==> src/mips_cfg.svh <==
`ifndef MIPS_CFG_SVH
`define MIPS_CFG_SVH

// register numbers of the general registers that the decode stage
// treats in a special way

// register 0 always reads as zero and ignores writes
`define MIPS_REG_ZERO 5'd0

// syscall number and first syscall argument
`define MIPS_REG_V0 5'd2
`define MIPS_REG_A0 5'd4

// stack pointer, loaded at reset
`define MIPS_REG_SP 5'd29

// return address, written by jal
`define MIPS_REG_RA 5'd31

// highest address of the stack region
// sp starts one word below this address
`define MIPS_STACK_TOP 32'h7fff_f000

`endif

==> src/mips_ctrl_pkg.sv <==
`default_nettype none

// control types that steer the decode datapath
package mips_ctrl_pkg;

	// where the two registered operands come from
	// gpr     rs and rt values
	// link    return address and zero, for jal
	// hi, lo  the hi or lo register and zero, for mfhi and mflo
	// syscall the v0 and a0 registers
	typedef enum logic [2:0] {
		SRC_GPR     = 3'd0,
		SRC_LINK    = 3'd1,
		SRC_HI      = 3'd2,
		SRC_LO      = 3'd3,
		SRC_SYSCALL = 3'd4
	} operand_src_t;

	// what is written into hi and lo at the next edge
	// hi and lo take rs for mthi and mtlo
	// product writes both halves of the multu result
	typedef enum logic [1:0] {
		HILO_NONE    = 2'd0,
		HILO_HI      = 2'd1,
		HILO_LO      = 2'd2,
		HILO_PRODUCT = 2'd3
	} hilo_wr_t;

endpackage

`default_nettype wire

==> src/mips_isa_pkg.sv <==
`default_nettype none

// types that come straight from the instruction set
package mips_isa_pkg;

	// one data or instruction word
	typedef logic [31:0] word_t;

	// number of one of the 32 general registers
	typedef logic [4:0] reg_idx_t;

	// primary opcodes in bits 31:26 that the decoder knows
	// special selects the R-type group, where funct picks the operation
	typedef enum logic [5:0] {
		OP_SPECIAL = 6'h00,
		OP_JAL     = 6'h03,
		OP_ADDI    = 6'h08,
		OP_ADDIU   = 6'h09,
		OP_SLTI    = 6'h0a,
		OP_SLTIU   = 6'h0b,
		OP_ANDI    = 6'h0c,
		OP_ORI     = 6'h0d,
		OP_XORI    = 6'h0e,
		OP_LUI     = 6'h0f
	} opcode_t;

	// R-type function codes in bits 5:0 that the decoder knows
	typedef enum logic [5:0] {
		FN_SLL     = 6'h00,
		FN_SYSCALL = 6'h0c,
		FN_MFHI    = 6'h10,
		FN_MTHI    = 6'h11,
		FN_MFLO    = 6'h12,
		FN_MTLO    = 6'h13,
		FN_MULTU   = 6'h19,
		FN_ADDU    = 6'h21,
		FN_SUBU    = 6'h23,
		FN_AND     = 6'h24,
		FN_OR      = 6'h25,
		FN_XOR     = 6'h26,
		FN_NOR     = 6'h27,
		FN_SLT     = 6'h2a,
		FN_SLTU    = 6'h2b
	} funct_t;

endpackage

`default_nettype wire

==> src/decode_stage.sv <==
`default_nettype none

// register-read part of the decode stage
// the decoder steers the register file and the hi/lo registers, and the
// two operands come out one cycle after the instruction goes in
module decode_stage (
	input  logic                   clk,
	input  logic                   rst_n,
	input  mips_isa_pkg::word_t    instr,
	input  mips_isa_pkg::word_t    pc_plus_4,
	input  logic                   wb_write,
	input  mips_isa_pkg::reg_idx_t wb_rd,
	input  mips_isa_pkg::word_t    wb_data,
	output mips_isa_pkg::word_t    read_data_1,
	output mips_isa_pkg::word_t    read_data_2,
	output mips_isa_pkg::word_t    a0,
	output mips_isa_pkg::word_t    v0
);

	mips_isa_pkg::reg_idx_t      rs;
	mips_isa_pkg::reg_idx_t      rt;
	mips_ctrl_pkg::operand_src_t operand_src;
	logic                        jal;
	mips_ctrl_pkg::hilo_wr_t     hilo_wr;
	mips_isa_pkg::word_t         rs_value;
	mips_isa_pkg::word_t         rt_value;
	mips_isa_pkg::word_t         hi;
	mips_isa_pkg::word_t         lo;

	instr_decoder decoder_i (
		.instr       (instr),
		.rs          (rs),
		.rt          (rt),
		.operand_src (operand_src),
		.jal         (jal),
		.hilo_wr     (hilo_wr)
	);

	register_file regfile_i (
		.clk         (clk),
		.rst_n       (rst_n),
		.rs          (rs),
		.rt          (rt),
		.operand_src (operand_src),
		.jal         (jal),
		.pc_plus_4   (pc_plus_4),
		.wb_write    (wb_write),
		.wb_rd       (wb_rd),
		.wb_data     (wb_data),
		.hi          (hi),
		.lo          (lo),
		.rs_value    (rs_value),
		.rt_value    (rt_value),
		.read_data_1 (read_data_1),
		.read_data_2 (read_data_2),
		.a0          (a0),
		.v0          (v0)
	);

	// hi and lo feed back into the operand select of the register file
	hilo_unit hilo_i (
		.clk      (clk),
		.rst_n    (rst_n),
		.hilo_wr  (hilo_wr),
		.rs_value (rs_value),
		.rt_value (rt_value),
		.hi       (hi),
		.lo       (lo)
	);

endmodule

`default_nettype wire

==> src/hilo_unit.sv <==
`default_nettype none

// the hi and lo registers of the multiply unit
// written by mthi, mtlo and multu, read through the register file
module hilo_unit (
	input  logic                    clk,
	input  logic                    rst_n,
	input  mips_ctrl_pkg::hilo_wr_t hilo_wr,
	input  mips_isa_pkg::word_t     rs_value,
	input  mips_isa_pkg::word_t     rt_value,
	output mips_isa_pkg::word_t     hi,
	output mips_isa_pkg::word_t     lo
);

	mips_isa_pkg::word_t hi_q;
	mips_isa_pkg::word_t lo_q;
	mips_isa_pkg::word_t hi_next;
	mips_isa_pkg::word_t lo_next;
	logic [63:0]         product;

	// both operands are zero extended so the product is unsigned
	assign product = {32'b0, rs_value} * {32'b0, rt_value};

	always_comb begin
		hi_next = hi_q;
		lo_next = lo_q;
		case (hilo_wr)
			mips_ctrl_pkg::HILO_HI: hi_next = rs_value;
			mips_ctrl_pkg::HILO_LO: lo_next = rs_value;
			mips_ctrl_pkg::HILO_PRODUCT: begin
				// upper half of the product lands in hi
				hi_next = product[63:32];
				lo_next = product[31:0];
			end
			default: begin
				hi_next = hi_q;
				lo_next = lo_q;
			end
		endcase
	end

	always_ff @(posedge clk or negedge rst_n) begin
		if (!rst_n) begin
			hi_q <= '0;
			lo_q <= '0;
		end else begin
			hi_q <= hi_next;
			lo_q <= lo_next;
		end
	end

	// the outputs already carry a value that is being written this cycle,
	// so an mfhi or mflo right behind the write sees the new value
	assign hi = hi_next;
	assign lo = lo_next;

endmodule

`default_nettype wire

==> src/instr_decoder.sv <==
`default_nettype none

// combinational decode of one instruction word into the register
// numbers and control levels that the register read needs
module instr_decoder (
	input  mips_isa_pkg::word_t         instr,
	output mips_isa_pkg::reg_idx_t      rs,
	output mips_isa_pkg::reg_idx_t      rt,
	output mips_ctrl_pkg::operand_src_t operand_src,
	output logic                        jal,
	output mips_ctrl_pkg::hilo_wr_t     hilo_wr
);

	mips_isa_pkg::opcode_t opcode;
	mips_isa_pkg::funct_t  funct;

	// the rs and rt fields sit at the same place in R and I formats
	assign rs = instr[25:21];
	assign rt = instr[20:16];

	assign opcode = mips_isa_pkg::opcode_t'(instr[31:26]);
	assign funct  = mips_isa_pkg::funct_t'(instr[5:0]);

	always_comb begin
		// ordinary instructions read rs and rt and leave hi and lo alone
		operand_src = mips_ctrl_pkg::SRC_GPR;
		hilo_wr     = mips_ctrl_pkg::HILO_NONE;
		jal         = 1'b0;

		case (opcode)
			mips_isa_pkg::OP_SPECIAL: begin
				case (funct)
					mips_isa_pkg::FN_SYSCALL: begin
						// the service wants the call number and its argument
						operand_src = mips_ctrl_pkg::SRC_SYSCALL;
					end
					mips_isa_pkg::FN_MFHI: begin
						operand_src = mips_ctrl_pkg::SRC_HI;
					end
					mips_isa_pkg::FN_MFLO: begin
						operand_src = mips_ctrl_pkg::SRC_LO;
					end
					mips_isa_pkg::FN_MTHI: begin
						hilo_wr = mips_ctrl_pkg::HILO_HI;
					end
					mips_isa_pkg::FN_MTLO: begin
						hilo_wr = mips_ctrl_pkg::HILO_LO;
					end
					mips_isa_pkg::FN_MULTU: begin
						// multu still reads rs and rt, the product goes to hi and lo
						hilo_wr = mips_ctrl_pkg::HILO_PRODUCT;
					end
					default: begin
						// the ALU ops and unknown function codes keep the plain register read
						operand_src = mips_ctrl_pkg::SRC_GPR;
						hilo_wr     = mips_ctrl_pkg::HILO_NONE;
					end
				endcase
			end
			mips_isa_pkg::OP_JAL: begin
				// jal passes the return address on and writes it to ra
				operand_src = mips_ctrl_pkg::SRC_LINK;
				jal         = 1'b1;
			end
			default: begin
				// the immediate ALU ops read rs and rt like any other instruction
				operand_src = mips_ctrl_pkg::SRC_GPR;
			end
		endcase
	end

endmodule

`default_nettype wire

==> src/register_file.sv <==
`default_nettype none

`include "mips_cfg.svh"

// the 32 general registers with the writeback port, the jal write to ra
// and the two operand registers that feed the execute stage
module register_file (
	input  logic                        clk,
	input  logic                        rst_n,
	input  mips_isa_pkg::reg_idx_t      rs,
	input  mips_isa_pkg::reg_idx_t      rt,
	input  mips_ctrl_pkg::operand_src_t operand_src,
	input  logic                        jal,
	input  mips_isa_pkg::word_t         pc_plus_4,
	input  logic                        wb_write,
	input  mips_isa_pkg::reg_idx_t      wb_rd,
	input  mips_isa_pkg::word_t         wb_data,
	input  mips_isa_pkg::word_t         hi,
	input  mips_isa_pkg::word_t         lo,
	output mips_isa_pkg::word_t         rs_value,
	output mips_isa_pkg::word_t         rt_value,
	output mips_isa_pkg::word_t         read_data_1,
	output mips_isa_pkg::word_t         read_data_2,
	output mips_isa_pkg::word_t         a0,
	output mips_isa_pkg::word_t         v0
);

	mips_isa_pkg::word_t regs [32];
	mips_isa_pkg::word_t op_1_next;
	mips_isa_pkg::word_t op_2_next;

	// read one register as it will be after this edge
	// the jal write to ra is checked first because it beats the writeback
	function automatic mips_isa_pkg::word_t read_reg(input mips_isa_pkg::reg_idx_t idx);
		mips_isa_pkg::word_t value;
		if (idx == `MIPS_REG_ZERO) begin
			value = '0;
		end else if (jal && idx == `MIPS_REG_RA) begin
			value = pc_plus_4;
		end else if (wb_write && idx == wb_rd) begin
			value = wb_data;
		end else begin
			value = regs[idx];
		end
		return value;
	endfunction

	// combinational reads for the multiply unit
	always_comb begin
		rs_value = read_reg(rs);
		rt_value = read_reg(rt);
	end

	// pick the pair of operands that goes to execute
	always_comb begin
		case (operand_src)
			mips_ctrl_pkg::SRC_LINK: begin
				op_1_next = pc_plus_4;
				op_2_next = '0;
			end
			mips_ctrl_pkg::SRC_HI: begin
				op_1_next = hi;
				op_2_next = '0;
			end
			mips_ctrl_pkg::SRC_LO: begin
				op_1_next = lo;
				op_2_next = '0;
			end
			mips_ctrl_pkg::SRC_SYSCALL: begin
				op_1_next = read_reg(`MIPS_REG_V0);
				op_2_next = read_reg(`MIPS_REG_A0);
			end
			default: begin
				op_1_next = rs_value;
				op_2_next = rt_value;
			end
		endcase
	end

	// register array, sp is the only register with a non-zero reset value
	always_ff @(posedge clk or negedge rst_n) begin
		if (!rst_n) begin
			for (int i = 0; i < 32; i++) begin
				regs[i] <= '0;
			end
			regs[`MIPS_REG_SP] <= `MIPS_STACK_TOP - 32'd4;
		end else begin
			// writes to register 0 never land
			if (wb_write && wb_rd != `MIPS_REG_ZERO) begin
				regs[wb_rd] <= wb_data;
			end
			// later assignment, so jal wins over a writeback to ra
			if (jal) begin
				regs[`MIPS_REG_RA] <= pc_plus_4;
			end
		end
	end

	always_ff @(posedge clk or negedge rst_n) begin
		if (!rst_n) begin
			read_data_1 <= '0;
			read_data_2 <= '0;
		end else begin
			read_data_1 <= op_1_next;
			read_data_2 <= op_2_next;
		end
	end

	// the syscall service watches these two straight from the array
	assign a0 = regs[`MIPS_REG_A0];
	assign v0 = regs[`MIPS_REG_V0];

endmodule

`default_nettype wire

==> config.mk <==
export PLATFORM = sky130hd
export DESIGN_NAME = decode_stage
export DESIGN_NICKNAME = d
export VERILOG_FILES = /design/src/mips_ctrl_pkg.sv /design/src/mips_isa_pkg.sv /design/src/decode_stage.sv /design/src/hilo_unit.sv /design/src/instr_decoder.sv /design/src/register_file.sv
export VERILOG_INCLUDE_DIRS = /design/src
export SDC_FILE = /design/constraint.sdc
export NUM_CORES = 2
export LEC_CHECK = 0
export ABC_CLOCK_PERIOD_IN_PS = 19750
export BUFFER_PORTS_ARGS = -buffer_cell sky130_fd_sc_hd__buf_2
export CAP_MARGIN = 40
export CORE_MARGIN = 3
export CORE_UTILIZATION = 40
export DETAILED_ROUTE_END_ITERATION = 16
export GPL_ROUTABILITY_DRIVEN = 1
export HOLD_SLACK_MARGIN = 0.12
export PLACE_DENSITY = 0.61
export RECOVER_POWER = 50
export SLEW_MARGIN = 5
export SYNTH_ARGS = -nofsm -noshare
export SYNTH_HDL_FRONTEND = slang
export SYNTH_SLANG_ARGS = --single-unit
==> constraint.sdc <==
create_clock -name clk -period 19.75 [get_ports clk]
set_input_delay 2.9625 -clock clk [delete_from_list [all_inputs] [get_ports clk]]
set_output_delay 2.9625 -clock clk [all_outputs]
set_load 0.01 [all_outputs]
==> results_dict.tcl <==
set metrics [dict create \
    yosysMostFrequentCell "dfrtp_1" \
    finalCritPeriodShare_pct 76.53 \
    drtAntennaViolNets 0 \
    final_area_um2 103100 \
    dr.first_iter.drc_count 6363 \
    initial_utilization_pct 40.24 \
    cts-resized-gates 0 \
    ys_warn_count 0 \
    start_kind "input pin" \
    synth_nets 9410 \
    dp_slack_ns 4.201 \
    wl_um 338400 \
    viasPerCell 5.955 \
    num_vias 67030 \
    coreArea_um2 238100 \
    gr-usage-met3_pct 5.523 \
    grt_util_all_layers_pct 27.67 \
    gr-total-overflow 0 \
    synth_area_leaders "dfrtp_1, fa_1, mux4_2" \
    route.detailed.drc 0 \
    crit_fanout 75 \
    grt_pass1_vias 70020 \
    synth_enable_flop_cells 0 \
    r2r_end "regfile_i.read_data_1[14]" \
    dieWidth_um 495.4 \
    worst_slack_ns 4.636 \
    tightest_slew_ns 7.643 \
    dpl_cell_area_um2 99820 \
    setup_tns_ns 0 \
    pin_count 232 \
    grt_start_max_net_pins 143 \
    clock_latency_ns 0.76 \
    portBuffers 221 \
    min_period_ns 15.11 \
    max_freq_ghz 0.06616 \
    worst-endpoint-arrival_ns 15.82 \
    cts_buffers 108 \
    synth-seq-cells 1152 \
    ctsHoldBuffers 0 \
    rsz0062_at_grt "no" \
    async_flop_share_pct 100.0 \
    synth_ff_type "dfrtp_1" \
    cts_sinks 1152 \
    max_stage_delay_ns 0.77 \
    cts_tree "done" \
    finalMaxSlewViolations 871 \
    fp.dieArea_um2 245400 \
    synth_top_area_share_pct 29.36 \
    seq_area_frac_synth_pct 30.13 \
    path_class "in -> reg" \
    root_buffer "clkbuf_16" \
    setup-violations-final 0 \
    synthTopCellsByCount "dfrtp_1, inv_1, mux2_2, fa_1, nor2_1" \
    reg2reg_from "regfile_i.v0[8]" \
    path_clk_slew_ns 0.07 \
    syn_area_per_cell_um2 11.76 \
    slew-limit-headroom_pct -409.5 \
    worst-r2r-cell-count 33 \
    status "complete, but fails checks" \
    hold_viol 0 \
    dr.pass1.iters 6 \
    setup.worst_path.start "instr[16]" \
    endpoint "regfile_i.read_data_1[14]" \
    post-cts-setup-buffer-count 0 \
    nNetsFinal 9228 \
    violations "capacitance limit, slew limit" \
    gp_congestion 0.9646 \
    grt_pass1_wl_um 495900 \
    antenna_found_initial 39 \
    clock-skew-final_ns 0.05744 \
    die_y_um 495.4 \
    end_kind "flip-flop" \
    max_cap_violations 30 \
    synth.cell_area_um2 95800 \
    grt_busiest_layer "met2" \
    routedWlPerCell_um 30.07 \
    area_growth_syn_to_layout_pct 7.573 \
    synth_top_area_cell "dfrtp_1" \
    drive_gt1_share_pct 26.95 \
    synth_cell_types 84 \
    rows 179 \
    slowest_stage "o221ai_1" \
    cp_common_cell "fa_1" \
    grtUsageMet2_pct 44.32 \
    grt_use_met1_pct 35.10 \
    dp_hpwl_um 241100 \
    syn_inst 8147 \
    htree_levels 3 \
    cp_data_required_time_ns 20.45 \
    cts_buffer_depth 3 \
    holdCritPathClass "reg -> reg" \
    r2r_slack_ns 8.02 \
]
## worst max-delay path: cells and delay by family
family / cells / cell delay (ns)
and+or+nand+nor: 10 / 2.84
xor gates and xnor gates: 2 / 0.28
buffers and inverters: 9 / 2.70
adders and majority gates: 9 / 4.22
AOI/OAI and AO/OA: 6 / 2.32
## through the flow
step	hold slack [ns]	util, %	cells
after floorplan	0.4385	-	8147
after global placement	0.3755	41.62	10980
after detailed placement	0.3805	41.93	11020
after CTS	0.3952	43.50	11220
after global routing	0.4094	43.27	11240
final	0.3915	43.29	11260
## cells in the final DEF (no fill, tap or decap), drive strengths merged, types with 92 or more instances in the layout
cell,netlist,layout
fa,896,896
mux2i,92,92
nand2b,114,114
nand2,396,396
inv,1003,1006
nand3,158,158
o21ai,186,186
nor2,726,726
ha,263,263
mux2,963,963
buf,432,309
mux4,622,622
a21oi,242,242
dfrtp,1124,1124
clkbuf,318,311
## flip-flops by register name, indices dropped and copies added (netlist names)
register               flops
regfile_i.regs           960
hilo_i.hi_q               32
hilo_i.lo_q               32
regfile_i.a0              32
regfile_i.read_data_1     32
regfile_i.read_data_2     32
regfile_i.v0              32
## layout make-up
type                            instances  area (um^2)
Antenna cell                           34        85.08
Clock buffer                          162         3188
Clock inverter                         38        545.5
Fill cell                           21980       135000
Inverter                             1004         3769
Multi-Input combinational cell       5241        59610
Sequential cell                      1152        28860
Tap cell                             3167         3963
Timing Repair Buffer                  458         3029
## worst min-delay path by stage
stage	slack, ns	cells past startpoint	startpoint	end
6_report	0.39	0	regfile_i.regs[1017]	regfile_i.regs[1017]
5_1_grt	0.41	0	regfile_i.regs[1016]	regfile_i.regs[1016]
4_1_cts	0.40	0	regfile_i.regs[1004]	regfile_i.regs[1004]
3_5_place_dp	0.38	0	regfile_i.regs[1004]	regfile_i.regs[1004]
3_3_place_gp	0.38	0	regfile_i.regs[993]	regfile_i.regs[993]
2_1_floorplan	0.44	1	regfile_i.regs[1004]	regfile_i.regs[1004]
## layer usage
layer  up-vias  wire length [um]
met3       744             28170
met4         8             21520
met2      3225            160300
met5         -                63
li1      27260                 -
met1     35800            128400
## logic make-up after synthesis
logic type / after synthesis / share of synthesized area (%)
buffers and inverters: 1754 / 7.925
AOI/OAI and AO/OA: 684 / 4.484
muxes: 1677 / 26.97
xor gates and xnor gates: 64 / 0.5851
and+or+nand+nor: 1657 / 7.754
DFF: 1152 / 30.13
adders and majority gates: 1159 / 22.16
Power is not shown: default switching activity piles up to over one toggle a cycle in this logic, so the estimate is an artifact.
